### src/dino_paint_pkg.sv
package dino_paint_pkg;

  // Geometry
  localparam int COOR_WIDTH    = 8;   // Sprite coordinates and sizes, unsigned
  localparam int FRAME_WIDTH   = 128;
  localparam int FRAME_HEIGHT  = 64;
  localparam int SPRITE_WIDTH  = 32;
  localparam int SPRITE_HEIGHT = 16;

  // Memory sizes
  localparam int ROM_AW    = 9;   // SPRITE_WIDTH * SPRITE_HEIGHT entries
  localparam int FB_AW     = 13;  // Row * FRAME_WIDTH + column
  localparam int PALETTE_W = 2;

  // APB bus
  localparam int APB_AW = 16;
  localparam int APB_DW = 32;

  // Register map, byte addresses
  localparam logic [APB_AW-1:0] REG_CTRL      = 16'h0000;  // Bit 0 start, write only
  localparam logic [APB_AW-1:0] REG_STATUS    = 16'h0004;  // Bit 0 busy, bit 1 done
  localparam logic [APB_AW-1:0] REG_SPRITE_XY = 16'h0008;
  localparam logic [APB_AW-1:0] REG_FRAME_XY  = 16'h000C;  // Signed x and y
  localparam logic [APB_AW-1:0] REG_SIZE      = 16'h0010;

  // Pixel window, one word per pixel
  localparam logic [APB_AW-1:0] FB_BASE = 16'h8000;

endpackage

### src/paint_element.sv
`timescale 1ns/1ps

module paint_element
  import dino_paint_pkg::*;
(
  input  logic                         clk_33m,
  input  logic                         rst,
  input  logic                         start,
  input  logic        [COOR_WIDTH-1:0] sprite_x,
  input  logic        [COOR_WIDTH-1:0] sprite_y,
  input  logic signed [COOR_WIDTH:0]   frame_x,
  input  logic signed [COOR_WIDTH:0]   frame_y,
  input  logic        [COOR_WIDTH-1:0] width,
  input  logic        [COOR_WIDTH-1:0] height,
  input  logic        [PALETTE_W-1:0]  rom_data,
  output logic        [ROM_AW-1:0]     rom_addr,
  output logic                         wr_en,
  output logic        [FB_AW-1:0]      wr_addr,
  output logic        [PALETTE_W-1:0]  wr_data,
  output logic                         finished
);

  logic                  run;    // Walker is on a valid pixel
  logic                  armed;  // Stage one still holds work
  logic [COOR_WIDTH-1:0] x;
  logic [COOR_WIDTH-1:0] y;

  logic                  v_d1;
  logic                  v_d2;
  logic [COOR_WIDTH-1:0] x_d1;
  logic [COOR_WIDTH-1:0] y_d1;
  logic [COOR_WIDTH-1:0] x_d2;
  logic [COOR_WIDTH-1:0] y_d2;

  logic        [COOR_WIDTH:0]   sheet_x;
  logic        [COOR_WIDTH:0]   sheet_y;
  logic signed [COOR_WIDTH+1:0] fx;
  logic signed [COOR_WIDTH+1:0] fy;
  logic                         in_frame;

  // Raster walk over the element
  always_ff @(posedge clk_33m) begin
    if (rst) begin
      run   <= 1'b0;
      armed <= 1'b0;
      x     <= '0;
      y     <= '0;
    end else begin
      armed <= run | start;
      if (start) begin
        x   <= '0;
        y   <= '0;
        run <= (width != '0) && (height != '0); // Empty element never runs
      end else if (run) begin
        if (x == width - 1'b1) begin
          x <= '0;
          if (y == height - 1'b1) run <= 1'b0;
          else y <= y + 1'b1;
        end else begin
          x <= x + 1'b1;
        end
      end
    end
  end

  assign finished = !run && !armed;

  assign sheet_x  = sprite_x + x;
  assign sheet_y  = sprite_y + y;
  assign rom_addr = ROM_AW'(sheet_y * SPRITE_WIDTH + sheet_x);

  // Match the two-cycle ROM latency
  always_ff @(posedge clk_33m) begin
    if (rst) begin
      v_d1 <= 1'b0;
      v_d2 <= 1'b0;
    end else begin
      v_d1 <= run;
      v_d2 <= v_d1;
    end
  end

  always_ff @(posedge clk_33m) begin
    x_d1 <= x;
    y_d1 <= y;
    x_d2 <= x_d1;
    y_d2 <= y_d1;
  end

  // Frame position of the pixel now leaving the ROM
  assign fx = frame_x + $signed({2'b00, x_d2});
  assign fy = frame_y + $signed({2'b00, y_d2});

  assign in_frame = (fx >= 0) && (fx < FRAME_WIDTH) &&
                    (fy >= 0) && (fy < FRAME_HEIGHT);

  always_ff @(posedge clk_33m) begin
    if (rst) wr_en <= 1'b0;
    else     wr_en <= v_d2 && in_frame; // Clipped pixels are dropped
  end

  always_ff @(posedge clk_33m) begin
    wr_addr <= FB_AW'(fy * FRAME_WIDTH + fx);
    wr_data <= rom_data;
  end

endmodule

### config.mk
export PLATFORM = sky130hd
export DESIGN_NAME = paint_element
export DESIGN_NICKNAME = d
export VERILOG_FILES = /design/src/dino_paint_pkg.sv /design/src/paint_element.sv
export SDC_FILE = /design/constraint.sdc
export NUM_CORES = 1
export LEC_CHECK = 0
export BUFFER_PORTS_ARGS = -buffer_cell sky130_fd_sc_hd__buf_2
export CORE_MARGIN = 2
export CORE_UTILIZATION = 45
export CTS_CLUSTER_SIZE = 40
export DETAILED_ROUTE_END_ITERATION = 8
export PLACE_DENSITY = 0.78
export SLEW_MARGIN = 0
export SYNTH_ARGS = -nofsm -noshare
export SYNTH_HDL_FRONTEND = slang
export SYNTH_SLANG_ARGS = --single-unit
### constraint.sdc
create_clock -name clk_33m -period 4.05 [get_ports clk_33m]
set_input_delay 0.2025 -clock clk_33m [delete_from_list [all_inputs] [get_ports clk_33m]]
set_output_delay 0.2025 -clock clk_33m [all_outputs]
set_load 0.02 [all_outputs]
==> flow_summary.ini <==
[synth]
yosys_warnings = 0
synthArstFlopShare_pct = 0
synth_compound_gate_area_share_pct = 10.04
synth-adder-area-share_pct = 17.91
yosysSeqAreaShare_pct = 36.91
synthesis.nets = 484
synth_xor_xnor_area_share_pct = 13.06
netlist_area_um2 = 3689
avgSynthCellArea_um2 = 9.681
synth-edff-count = 0
synth_cell_type_count = 50
synth_simple_gate_area_share_pct = 17.47
synth_mux_area_share_pct = 1.357
synthFlopType = dfxtp_1
ys_seq_elements = 68
synth_top_family_by_area = adder cells
syn-instance-count = 381

[sta]
rsz0062_at_grt = false
tightest_slew_ns = 0.4672
holdWs_ns = 0.09420
clock-skew-final_ns = 0.003818
finalMaxSlewViolations = 0
min_period_ns = 3.338
setup_viol = 0
clock.fmax_mhz = 299.6
tns_ns = 0
min_period_over_period_pct = 82.42
hold_violations = 0
timing.slew.headroom_pct = 68.64
layout_setup_ws_ns = 0.7119

[floorplanning]
ios = 81
die_x_um = 94.54
die_area_um2 = 8937
start_util_pct = 45.58
num_rows = 33
die_y_um = 94.54
fp.coreArea_um2 = 8093

[layout]
fin_nets = 571
fin_util_pct = 54.72
drive_gt1_share_pct = 21.40
area_growth_pct = 20.05
diodes = 0

[detailed_routing]
first_pass_iters = 4
drt-vias-per-instance = 4.972
wl_per_cell_um = 12.45
finalWirelength_um = 7184
drt_iter0_drc = 72
ant_nets = 0
vias = 2869
drc = 0

[worst_setup_path]
worstPathMaxFanout = 3
crit_type = flip-flop to flip-flop
cp_data_arrival_time_ns = 3.57
max_stage_delay_ns = 0.42
end_kind = flip-flop
critPathSlowestCell = fa_1
crit_buf_inv = 0
cp_top_family = compound AO/OA/AOI/OAI gates
critPathRequiredTime_ns = 4.28
cp-start-kind = flip-flop
crit_top_cell = a21oi_1
worstPathCellList = ha_1 -> fa_1 -> a21oi_1 -> nor2b_1 -> o31a_1 -> o41ai_1 -> xnor2_1 -> ha_1 -> a21o_1 -> a21oi_1 -> nand2_1 -> a21oi_1 -> mux2i_1 -> xnor2_1

[clocking]
numCtsBuffers = 9
clkTransAtPathRegs_ns = 0.07
cts_setup_buffers = 0
cts_tree = done
htreeDepth = 3
cts_root_buf = clkbuf_8
clockBufferDepth = 2
clkSinkCount = 68
clock_latency_ns = 0.34

[global_routing]
antenna_found_initial = 0
grt.total_usage_pct = 17.29
grt_max_degree = 12
overflow = 0
grt_pass1_vias = 2895
grt_pass1_wl_um = 12030

[place]
portBuffers = 76
dp_hpwl_um = 5753
dp_slack_ns = 0.6953
globalplace.congestion = 0.8081

[pwr]
powerDensity_nw_per_um2 = 345.2
p_leak_nw = 2.095
max-vdd-ir-drop_v = 0.0001137

[run_status]
status = finished, final reports clean

[run]
cap_violations = 0

[min_path]
hp-class = primary input to flip-flop
## cells in the mapped netlist (all sizes together) (3+ instances only)
| master | instances | share of area [%] |
|---|---|---|
| nor2 | 38 | 3.9 |
| o21ai | 7 | 0.95 |
| or2 | 4 | 0.68 |
| o21bai | 3 | 0.61 |
| xor2 | 18 | 4.3 |
| nor2b | 8 | 1.4 |
| nand4 | 4 | 0.68 |
| fa | 8 | 4.3 |
| or3 | 4 | 0.81 |
| mux2i | 5 | 1.4 |
| nor3 | 7 | 1.3 |
| nor3b | 5 | 1.0 |
| inv | 30 | 3.1 |
| nand3 | 4 | 0.54 |
| a21oi | 23 | 3.1 |
| and3 | 6 | 1.1 |
| dfxtp | 68 | 37 |
| nor4 | 4 | 1.1 |
| o21a | 3 | 0.61 |
| nand2 | 19 | 1.9 |
| xnor2 | 37 | 8.8 |
| ha | 40 | 14 |
| a21boi | 3 | 0.61 |
| a21o | 5 | 1.0 |
## layer usage
metal | up-vias | GRT usage [%] | share of wire, %
met5 | - | 0 | 0
met4 | 0 | 8.696 | 2.2
met3 | 13 | 4.150 | 5.7
met2 | 70 | 30.54 | 50
met1 | 1311 | 19.38 | 42
li1 | 1475 | - | -
## sequential cells by signal (all words and copies together), names as in the netlist, 2 cells and up
name,flops
wr_data,2
x,8
y_d2,8
y,8
x_d2,8
y_d1,8
wr_addr,13
x_d1,8
## power breakdown
group / internal [mW] / total (mW) / switching (mW)
sequential: 0.689 / 0.695 / 0.00630
clock: 0.360 / 0.603 / 0.243
combinational: 0.0990 / 0.230 / 0.131
total: 1.15 / 1.53 / 0.380
## cells in the final DEF, fill, tap and decap left out, drive strengths merged, types with 2 or more instances in the layout
cell type | netlist | routed
buf | 0 | 76
nor2b | 8 | 8
bufinv | 0 | 2
a21o | 5 | 5
o41ai | 2 | 2
clkinv | 0 | 2
a21oi | 23 | 23
nand2b | 2 | 2
nor4b | 2 | 2
xnor2 | 37 | 37
nand2 | 19 | 19
nand3 | 4 | 4
mux2i | 5 | 5
and2 | 2 | 2
nor3b | 5 | 5
and3b | 2 | 2
inv | 30 | 30
o21bai | 3 | 3
nand4 | 4 | 4
dlygate4sd3 | 0 | 2
fa | 8 | 8
xor2 | 18 | 18
ha | 40 | 40
clkbuf | 2 | 11
o21ai | 7 | 7
or3 | 4 | 4
and3 | 6 | 6
o21a | 3 | 3
dfxtp | 68 | 68
and4 | 2 | 2
a31o | 2 | 2
nor4 | 4 | 4
or2 | 4 | 4
a31oi | 2 | 2
nor2 | 38 | 38
nor3 | 7 | 7
a21boi | 3 | 3
## cell families (layout without fill, tap and decap cells)
group / Yosys count / count (layout)
simple gates: 116 / 116
xor+xnor: 55 / 55
compound gates: 57 / 57
mux: 5 / 5
buf+inv: 32 / 123
fa+ha+maj: 48 / 48
flops: 68 / 68
## timing repair
action                    CTS  global route
gates resized for setup     0             0
hold endpoints to repair    2             0
hold buffers                2             0
## path summary, 6_finish.rpt
check	slack [ns]	depth (start not counted)	startpoint	to
max	0.71	14	x_d2[0]	wr_addr[12]
max reg2reg	0.71	14	x_d2[0]	wr_addr[12]
min reg2reg	0.32	0	x_d1[2]	x_d2[2]
min	0.09	2	frame_x[0]	wr_addr[0]
## metrics by stage
step | instances | cell area [um^2] | total power [mW]
after floorplan | 381 | 3689 | 0.8596
after global routing | 577 | 4428 | 1.598
final | 577 | 4428 | 1.529
after global placement | 560 | 4193 | 0.9317
after CTS | 577 | 4428 | 1.545
after detailed placement | 560 | 4193 | 0.9404
## final cells by class
class	instances	area [um^2]
tap	105	131.4
multi-input combinational	281	2207
timing repair buffer	78	400.4
clock buffer	11	141.4
clock inverter	4	73.82
inverter	30	112.6
sequential	68	1361
fill	740	3665
Note: power is estimated with default switching activity, not from simulation.
