<file path="src/dino_paint_pkg.sv">
package dino_paint_pkg;

  // Geometry
  localparam int COOR_WIDTH    = 8;   // Sprite coordinates and sizes, unsigned
  localparam int FRAME_WIDTH   = 128;
  localparam int FRAME_HEIGHT  = 64;
  localparam int SPRITE_WIDTH  = 32;
  localparam int SPRITE_HEIGHT = 16;

  // Memory sizes
  localparam int ROM_AW    = 9;   // SPRITE_WIDTH * SPRITE_HEIGHT entries
  localparam int FB_AW     = 13;  // Row * FRAME_WIDTH + column
  localparam int PALETTE_W = 2;

  // APB bus
  localparam int APB_AW = 16;
  localparam int APB_DW = 32;

  // Register map, byte addresses
  localparam logic [APB_AW-1:0] REG_CTRL      = 16'h0000;  // Bit 0 start, write only
  localparam logic [APB_AW-1:0] REG_STATUS    = 16'h0004;  // Bit 0 busy, bit 1 done
  localparam logic [APB_AW-1:0] REG_SPRITE_XY = 16'h0008;
  localparam logic [APB_AW-1:0] REG_FRAME_XY  = 16'h000C;  // Signed x and y
  localparam logic [APB_AW-1:0] REG_SIZE      = 16'h0010;

  // Pixel window, one word per pixel
  localparam logic [APB_AW-1:0] FB_BASE = 16'h8000;

endpackage

</file>
<file path="src/apb_paint_regs.sv">
`timescale 1ns/1ps

module apb_paint_regs
  import dino_paint_pkg::*;
(
  input  logic                         clk_33m,
  input  logic                         rst,
  input  logic        [APB_AW-1:0]     paddr,
  input  logic                         psel,
  input  logic                         penable,
  input  logic                         pwrite,
  input  logic        [APB_DW-1:0]     pwdata,
  input  logic                         finished,
  input  logic        [PALETTE_W-1:0]  rd_data,
  output logic        [APB_DW-1:0]     prdata,
  output logic                         pready,
  output logic                         pslverr,
  output logic                         start,
  output logic        [COOR_WIDTH-1:0] sprite_x,
  output logic        [COOR_WIDTH-1:0] sprite_y,
  output logic signed [COOR_WIDTH:0]   frame_x,
  output logic signed [COOR_WIDTH:0]   frame_y,
  output logic        [COOR_WIDTH-1:0] width,
  output logic        [COOR_WIDTH-1:0] height,
  output logic        [FB_AW-1:0]      rd_addr
);

  logic access;
  logic fb_hit;
  logic reg_hit;
  logic fb_read;
  logic fb_wait;   // Pixel read data arrives next cycle
  logic wr_ok;
  logic busy;
  logic done;

  assign access  = psel && penable;
  assign fb_hit  = paddr >= FB_BASE;
  assign reg_hit = (paddr == REG_CTRL) || (paddr == REG_STATUS) ||
                   (paddr == REG_SPRITE_XY) || (paddr == REG_FRAME_XY) ||
                   (paddr == REG_SIZE);
  assign fb_read = fb_hit && !pwrite;

  // One wait state on pixel reads only
  always_ff @(posedge clk_33m) begin
    if (rst) fb_wait <= 1'b0;
    else     fb_wait <= access && fb_read && !fb_wait;
  end

  assign pready  = access && !(fb_read && !fb_wait);
  assign pslverr = access && !(reg_hit || fb_read); // Includes writes to the window

  assign rd_addr = paddr[FB_AW+1:2];

  // Geometry is frozen during a paint
  assign wr_ok = access && pwrite && !busy;
  assign start = wr_ok && (paddr == REG_CTRL) && pwdata[0];

  always_ff @(posedge clk_33m) begin
    if (rst) begin
      sprite_x <= '0;
      sprite_y <= '0;
      frame_x  <= '0;
      frame_y  <= '0;
      width    <= '0;
      height   <= '0;
    end else if (wr_ok) begin
      case (paddr)
        REG_SPRITE_XY: begin
          sprite_x <= pwdata[7:0];
          sprite_y <= pwdata[15:8];
        end
        REG_FRAME_XY: begin
          frame_x <= $signed(pwdata[8:0]);
          frame_y <= $signed(pwdata[24:16]);
        end
        REG_SIZE: begin
          width  <= pwdata[7:0];
          height <= pwdata[15:8];
        end
        default: ;
      endcase
    end
  end

  // Busy from start until the painter drains, done is sticky
  always_ff @(posedge clk_33m) begin
    if (rst) begin
      busy <= 1'b0;
      done <= 1'b0;
    end else if (start) begin
      busy <= 1'b1;
      done <= 1'b0;
    end else if (busy && finished) begin
      busy <= 1'b0;
      done <= 1'b1;
    end
  end

  always_comb begin
    prdata = '0;
    if (fb_hit) begin
      prdata = APB_DW'(rd_data);
    end else begin
      case (paddr)
        REG_STATUS:    prdata = {30'b0, done, busy};
        REG_SPRITE_XY: prdata = {16'b0, sprite_y, sprite_x};
        REG_FRAME_XY:  prdata = {7'b0, frame_y, 7'b0, frame_x};
        REG_SIZE:      prdata = {16'b0, height, width};
        default:       prdata = '0; // CTRL and unmapped read as zero
      endcase
    end
  end

endmodule

</file>
<file path="config.mk">
export PLATFORM = sky130hd
export DESIGN_NAME = apb_paint_regs
export DESIGN_NICKNAME = d
export VERILOG_FILES = /design/src/dino_paint_pkg.sv /design/src/apb_paint_regs.sv
export SDC_FILE = /design/constraint.sdc
export NUM_CORES = 1
export LEC_CHECK = 0
export BUFFER_PORTS_ARGS = -buffer_cell sky130_fd_sc_hd__buf_2
export CAP_MARGIN = 20
export CORE_ASPECT_RATIO = 0.75
export CORE_MARGIN = 2
export CORE_UTILIZATION = 45
export CTS_CLUSTER_DIAMETER = 150
export DETAILED_ROUTE_END_ITERATION = 6
export PLACE_DENSITY = 0.91
export SLEW_MARGIN = 20
export SYNTH_ARGS = -nofsm -noshare
export SYNTH_HDL_FRONTEND = slang
export SYNTH_SLANG_ARGS = --single-unit
export TNS_END_PERCENT = 5
</file>
<file path="constraint.sdc">
create_clock -name clk_33m -period 1.7 [get_ports clk_33m]
set_input_delay 0 -clock clk_33m [delete_from_list [all_inputs] [get_ports clk_33m]]
set_output_delay 0 -clock clk_33m [all_outputs]
set_load 0.1 [all_outputs]
</file>
==> impl_metrics.prom, run 1 <==
# TYPE chip_impl_metric gauge
chip_impl_metric{name="core-area",unit="sq um"} 6290
chip_impl_metric{name="timing.fmax",unit="MHz"} 587
chip_impl_metric{name="ys_types",unit=""} 35
chip_impl_metric{name="tritoncts_num_sinks",unit=""} 53
chip_impl_metric{name="power_density",unit="nW/um^2"} 559
chip_impl_metric{name="cts_htree_levels",unit=""} 2
chip_impl_metric{name="cp_max_fo",unit=""} 12
chip_impl_metric{name="row_count",unit=""} 25
chip_impl_metric{name="antenna_found_initial",unit=""} 0
chip_impl_metric{name="number_of_diodes",unit=""} 0
chip_impl_info{name="synth_area_leader_cell",value="sky130_fd_sc_hd__dfxtp_1"} 1
chip_impl_metric{name="synth.ff_latch_count",unit=""} 53
chip_impl_metric{name="timing.final.ws_setup",unit="ps"} -2.36
chip_impl_metric{name="finish.utilization",unit="%"} 69.1
chip_impl_metric{name="numCtsBuffers",unit=""} 5
chip_impl_metric{name="grt_pass1_wl",unit="microns"} 13600
chip_impl_info{name="cts_tree",value="done"} 1
chip_impl_metric{name="place.detailed.hpwl",unit="microns"} 6350
chip_impl_metric{name="die_height",unit="microns"} 73.8
chip_impl_metric{name="report.final.setup_viol",unit=""} 1
chip_impl_metric{name="dr.pass1.iters",unit=""} 4
chip_impl_metric{name="route.vias.total",unit=""} 2841
chip_impl_metric{name="drt.antenna.violating_nets",unit=""} 0
chip_impl_info{name="worstSetupEndpointType",value="output pin"} 1
chip_impl_metric{name="globalRoute.totalOverflow",unit=""} 0
chip_impl_metric{name="initial_core_util",unit="%"} 46.4
chip_impl_metric{name="drive_above_1_share",unit="%"} 39.1
chip_impl_metric{name="vdd_ir_drop_max",unit="mV"} 0.557
chip_impl_metric{name="final.setup_skew",unit="ps"} 8.80
chip_impl_metric{name="final.min_clock_period",unit="ps"} 1700
chip_impl_metric{name="synth_area_per_cell",unit="sq um"} 9.21
chip_impl_metric{name="power.leakage",unit="nW"} 2.03
chip_impl_metric{name="via_per_inst",unit=""} 5.22
chip_impl_metric{name="gp_congestion",unit=""} 0.874
chip_impl_info{name="layout_common_cells",value="113 x sky130_fd_sc_hd__buf_2, 57 x sky130_fd_sc_hd__nand2b_1, 53 x sky130_fd_sc_hd__dfxtp_1, 32 x sky130_fd_sc_hd__mux2i_1, 30 x sky130_fd_sc_hd__buf_12"} 1
chip_impl_metric{name="synthToLayoutAreaGrowth",unit="%"} 48.7
chip_impl_metric{name="grt_start_max_net_pins",unit=""} 48
chip_impl_info{name="grt_setup_unrepaired",value="yes"} 1
chip_impl_metric{name="grt_usage",unit="%"} 23.7
chip_impl_metric{name="route.final.wire_length",unit="microns"} 8720
chip_impl_info{name="clock-root-buffer",value="sky130_fd_sc_hd__clkbuf_8"} 1
chip_impl_info{name="min_path_type",value="primary input to flop"} 1
chip_impl_metric{name="fin_area",unit="sq um"} 4340
chip_impl_metric{name="syn-cell-area",unit="sq um"} 2920
chip_impl_metric{name="drt-initial-drc-count",unit=""} 218
chip_impl_info{name="netlist_top_cells_area",value="sky130_fd_sc_hd__dfxtp_1 36%, sky130_fd_sc_hd__nand2b_1 12%, sky130_fd_sc_hd__mux2i_1 11%"} 1
chip_impl_metric{name="floorplan.io_pins",unit=""} 154
chip_impl_metric{name="post_cts_setup_repair_buffer_count",unit=""} 0
chip_impl_metric{name="timing.final.max_slew_violations",unit=""} 0
chip_impl_metric{name="yosys_top_cell_area_share",unit="%"} 36.3
chip_impl_info{name="run_status",value="complete, but fails checks"} 1
chip_impl_metric{name="fin_crit_sh",unit="%"} 100
chip_impl_metric{name="holdPathStages",unit=""} 3
chip_impl_info{name="layout_commonest_cell",value="sky130_fd_sc_hd__buf_2"} 1
chip_impl_metric{name="synthesis.yosys.warnings",unit=""} 0
chip_impl_metric{name="io_buffer_count",unit=""} 139
chip_impl_metric{name="syn_inst",unit=""} 317
chip_impl_metric{name="worstSkewPairLatency",unit="ps"} 300
chip_impl_info{name="violations",value="setup timing"} 1
chip_impl_metric{name="design.die.area",unit="sq um"} 7160
chip_impl_metric{name="fin_tns_setup",unit="ps"} -2.36
chip_impl_metric{name="cap_violations",unit=""} 0
chip_impl_metric{name="synth_sequential_area_ratio",unit="%"} 36.3
chip_impl_metric{name="worstPathRequired",unit="ps"} 1700
chip_impl_metric{name="cts_max_path_buffers",unit=""} 2
chip_impl_metric{name="finalNetCount",unit=""} 519
chip_impl_metric{name="worstRegToRegCells",unit=""} 4
chip_impl_metric{name="drc",unit=""} 0
chip_impl_metric{name="clkSlewWorstSetupHoldPaths",unit="ps"} 100
chip_impl_metric{name="detailed_place.area",unit="sq um"} 4050
chip_impl_metric{name="fp.dieW",unit="microns"} 97.0
chip_impl_info{name="path_class",value="primary input to output pin"} 1
chip_impl_metric{name="crit_arrival",unit="ps"} 1700
chip_impl_info{name="critical_path.startpoint_type",value="primary input"} 1
chip_impl_metric{name="grt_pass1_vias",unit=""} 2733
chip_impl_metric{name="route.detailed.wl_per_inst",unit="microns"} 16.0
chip_impl_metric{name="final_hold_viol_count",unit=""} 0
cell usage after synthesis, drive strengths merged:
cell      n
nor2      7
nand2b   57
a22oi     2
and2     18
nor2b    22
dfxtp    53
a21oi     2
buf      29
nand2     2
a22o      9
a221o     7
and3      3
nand4bb   1
a311oi    1
or2       1
and4b     1
clkbuf   13
nand4     4
nand3     1
and4      1
o21ai    37
nor4      4
mux2i    32
nor3      3
o21ba     1
conb      1
or4       3
a211o     2
flip-flops by register name (all words and copies together), names as in the netlist:
signal,flops
sprite_x,8
done,1
fb_wait,1
height,8
width,8
frame_y,9
sprite_y,8
busy,1
frame_x,9
worst paths after layout:
kind | from | endpoint | slack (ps)
worst max-delay path | paddr[13] | prdata[6] | -2
worst min-delay path | pwdata[13] | height[5]$_SDFFE_PP0P_ | 9
worst max register to register | busy$_SDFFE_PP0P_ | frame_y[8]$_SDFFE_PP0P_ | 100
worst min register to register | height[3]$_SDFFE_PP0P_ | height[3]$_SDFFE_PP0P_ | 500
through the flow:
stage                     instances  hold WS (ps)  setup slack (ps)  total power [W]
final                           544          9.05             -2.36          0.00243
after global routing            544          10.3             -60.1          0.00252
after CTS                       544          2.98              8.56          0.00244
after detailed placement        519           269              15.0          0.00172
after global placement          519           259              53.7          0.00171
after floorplan                 323           118              -821          0.00162
per-layer routing:
layer,up-vias,wire length (microns),GRT usage [%]
met5,-,0,0
met2,115,4530,44.2
li1,1367,-,-
met1,1351,3590,27.8
met3,8,563,6.57
met4,0,36,4.54
area by class of cell:
cell class	count	area, sq um
Clock buffer	5	68.8
Fill cell	482	1940
Timing Repair Buffer	175	1460
Tap cell	81	101
Clock inverter	2	16.3
Multi-Input combinational cell	228	1640
Sequential cell	53	1060
logic make-up (layout without fill, tap and decap cells):
| kind of cell | count (synthesis) | count (layout) | share of synthesized area (%) |
|---|---|---|---|
| AND/OR/NAND/NOR | 128 | 128 | 29.4 |
| AO/OA/AOI/OAI | 61 | 61 | 13.8 |
| flip-flops | 53 | 53 | 36.3 |
| buffers and inverters | 42 | 182 | 9.30 |
| multiplexers | 32 | 32 | 11.0 |
| other | 1 | 7 | 0.128 |
what timing repair did:
| action | CTS | global route |
|---|---|---|
| hold buffers | 18 | 0 |
| endpoints found under the hold margin | 22 | 0 |
| pin swaps | 0 | 0 |
| setup endpoints to repair | 1 | 40 |
| gates resized for setup | 2 | 6 |
worst max-delay path, stage by stage:
cell	delay, ps
sky130_fd_sc_hd__buf_2	130
sky130_fd_sc_hd__or4_4	550
sky130_fd_sc_hd__nor4_4	300
sky130_fd_sc_hd__buf_4	220
sky130_fd_sc_hd__and2_1	140
sky130_fd_sc_hd__a221o_1	160
sky130_fd_sc_hd__buf_12	190
power breakdown:
| part | switching [W] | internal, W | total [W] |
|---|---|---|---|
| Combinational | 0.000347 | 0.000146 | 0.000492 |
| Clock | 0.000407 | 0.000285 | 0.000692 |
| Sequential | 0.000000204 | 0.00124 | 0.00124 |
No activity file was read; power rests on OpenSTA's default activity.
==> inputs of run 2 (changes only) <==
Settings changed: REMOVE_ABC_BUFFERS set to 1.
==> impl_metrics.prom, run 2 (synthesis results as in run 1) <==
# TYPE chip_impl_metric gauge
chip_impl_info{name="path_delay_family",value="simple AND/OR/NAND/NOR gates"} 1
chip_impl_metric{name="globalRoute.totalOverflow",unit=""} 0
chip_impl_metric{name="cap_violations",unit=""} 0
chip_impl_metric{name="drt.antenna.violating_nets",unit=""} 0
chip_impl_info{name="min_path_type",value="primary input to flop"} 1
chip_impl_metric{name="drt-initial-drc-count",unit=""} 72
chip_impl_metric{name="vdd_ir_drop_max",unit="mV"} 0.490
chip_impl_metric{name="cts_htree_levels",unit=""} 2
chip_impl_info{name="critical_path.slowest_cell",value="sky130_fd_sc_hd__or4_4"} 1
chip_impl_metric{name="cp_slowest_stage_delay",unit="ps"} 550
chip_impl_metric{name="numCtsBuffers",unit=""} 5
chip_impl_metric{name="number_of_diodes",unit=""} 0
chip_impl_metric{name="power_density",unit="nW/um^2"} 608
chip_impl_metric{name="finish.utilization",unit="%"} 71.7
chip_impl_metric{name="crit_arrival",unit="ps"} 1730
chip_impl_metric{name="grt_usage",unit="%"} 24.3
chip_impl_info{name="crit_chain",value="buf_8 -> or4_4 -> nor4_4 -> buf_6 -> clkbuf_16 -> and2_4 -> a221o_1 -> buf_12"} 1
chip_impl_metric{name="cts_max_path_buffers",unit=""} 2
chip_impl_metric{name="power.leakage",unit="nW"} 2.11
chip_impl_metric{name="route.final.wire_length",unit="microns"} 9210
chip_impl_info{name="critical_path.startpoint_type",value="primary input"} 1
chip_impl_metric{name="drive_above_1_share",unit="%"} 39.8
chip_impl_metric{name="io_buffer_count",unit=""} 139
chip_impl_metric{name="floorplan.io_pins",unit=""} 154
chip_impl_metric{name="finalNetCount",unit=""} 525
chip_impl_metric{name="via_per_inst",unit=""} 5.34
chip_impl_metric{name="drc",unit=""} 0
chip_impl_metric{name="gp_congestion",unit=""} 0.922
chip_impl_metric{name="initial_core_util",unit="%"} 46.4
chip_impl_metric{name="clkSlewWorstSetupHoldPaths",unit="ps"} 100
chip_impl_metric{name="route.detailed.wl_per_inst",unit="microns"} 16.7
chip_impl_metric{name="critical_path.n_buffers_inverters",unit=""} 4
chip_impl_metric{name="fin_worst_hold_slack",unit="ps"} 11.1
chip_impl_metric{name="fin_tns_setup",unit="ps"} -113
chip_impl_metric{name="synthToLayoutAreaGrowth",unit="%"} 54.4
chip_impl_metric{name="final_hold_viol_count",unit=""} 0
chip_impl_metric{name="place_ws",unit="ps"} -1.69
chip_impl_metric{name="grt_start_max_net_pins",unit=""} 47
chip_impl_metric{name="route.vias.total",unit=""} 2942
chip_impl_metric{name="final.min_clock_period",unit="ps"} 1730
chip_impl_metric{name="row_count",unit=""} 25
chip_impl_metric{name="design.die.area",unit="sq um"} 7160
chip_impl_metric{name="worstSkewPairLatency",unit="ps"} 300
chip_impl_metric{name="core-area",unit="sq um"} 6290
chip_impl_info{name="run_status",value="complete, but fails checks"} 1
chip_impl_info{name="biggestRegsByFlops",value="frame_x (9), frame_y (9)"} 1
chip_impl_metric{name="tightest_slew",unit="ps"} 508
chip_impl_info{name="grt_setup_unrepaired",value="yes"} 1
chip_impl_metric{name="timing.fmax",unit="MHz"} 577
chip_impl_metric{name="report.final.setup_viol",unit=""} 8
chip_impl_metric{name="worst_slew_margin_rel",unit="%"} 66.1
chip_impl_metric{name="tritoncts_num_sinks",unit=""} 53
chip_impl_metric{name="timing.final.max_slew_violations",unit=""} 0
chip_impl_info{name="layout_common_cells",value="111 x sky130_fd_sc_hd__buf_2, 57 x sky130_fd_sc_hd__nand2b_1, 53 x sky130_fd_sc_hd__dfxtp_1, 32 x sky130_fd_sc_hd__mux2i_1, 31 x sky130_fd_sc_hd__buf_12"} 1
chip_impl_metric{name="grt_pass1_wl",unit="microns"} 14100
chip_impl_metric{name="grt_pass1_vias",unit=""} 2900
chip_impl_info{name="worstSetupEndpointType",value="output pin"} 1
chip_impl_metric{name="place.detailed.hpwl",unit="microns"} 6300
chip_impl_metric{name="dr.pass1.iters",unit=""} 4
chip_impl_metric{name="antenna_found_initial",unit=""} 0
chip_impl_metric{name="final.setup_skew",unit="ps"} 2.31
chip_impl_info{name="clock-root-buffer",value="sky130_fd_sc_hd__clkbuf_8"} 1
chip_impl_metric{name="fin_crit_sh",unit="%"} 102
chip_impl_metric{name="cp_max_fo",unit=""} 4
chip_impl_info{name="cts_tree",value="done"} 1
chip_impl_metric{name="die_height",unit="microns"} 73.8
chip_impl_info{name="layout_commonest_cell",value="sky130_fd_sc_hd__buf_2"} 1
chip_impl_metric{name="worstPathRequired",unit="ps"} 1700
chip_impl_metric{name="fp.dieW",unit="microns"} 97.0
chip_impl_info{name="path_class",value="primary input to output pin"} 1
chip_impl_info{name="violations",value="setup timing"} 1
chip_impl_metric{name="timing.final.ws_setup",unit="ps"} -31.9
==> run 2: worst reg2reg max path, stage by stage, from the launching register on <==
cell and delay, ps:
sky130_fd_sc_hd__dfxtp_1 350, sky130_fd_sc_hd__and4b_1 280, sky130_fd_sc_hd__and2_1 220, sky130_fd_sc_hd__and4_1 280, sky130_fd_sc_hd__buf_12 180, sky130_fd_sc_hd__mux2i_1 220
==> run 2: routing by layer <==
layer | track usage (%) | vias to the layer above | share of wire [%]
li1 | - | 1370 | -
met1 | 28.0 | 1403 | 41
met2 | 44.8 | 149 | 51
met3 | 5.71 | 20 | 6.1
met4 | 8.92 | 0 | 1.6
met5 | 0 | - | 0
==> run 2: path summary, 6_finish.rpt <==
check / to / start / depth (start not counted) / slack, ps
setup / recovery: prdata[6] / paddr[10] / 8 / -30
hold / removal: frame_x[5]$_SDFFE_PP0P_ / pwdata[5] / 3 / 10
setup reg to reg: height[3]$_SDFFE_PP0P_ / busy$_SDFFE_PP0P_ / 5 / 110
hold reg to reg: width[2]$_SDFFE_PP0P_ / width[2]$_SDFFE_PP0P_ / 2 / 490
==> run 2: cell type report <==
| cell class | instances | area (sq um) |
|---|---|---|
| well taps | 81 | 101 |
| clock inverters | 3 | 65.1 |
| clock buffers | 5 | 68.8 |
| repair buffers | 181 | 1570 |
| flip-flops and latches | 53 | 1060 |
| multi-input cells | 228 | 1640 |
| fillers | 457 | 1780 |
==> run 2: stage by stage <==
| step | area [sq um] | power (W) | std cells |
|---|---|---|---|
| floorplan | 2670 | 0.00145 | 281 |
| global placement | 4040 | 0.00171 | 517 |
| detailed placement | 4040 | 0.00172 | 517 |
| CTS | 4380 | 0.00274 | 545 |
| global route | 4510 | 0.00284 | 551 |
| finish | 4510 | 0.00274 | 551 |
==> run 2: where the power goes <==
| part | internal, W | leakage [nW] | switching, W |
|---|---|---|---|
| registers | 0.00124 | 0.427 | 0.000000121 |
| clock network | 0.000585 | 0.0681 | 0.000413 |
| logic | 0.000154 | 1.61 | 0.000347 |
==> run 2: repair_timing <==
item / in CTS / in global routing
setup buffers: 0 / 4
gates cloned: 0 / 2
gates resized for setup: 2 / 14
endpoints found under the setup margin: 3 / 26
hold buffers: 20 / 0
pin swaps: 1 / 6
endpoints found under the hold margin: 25 / 0
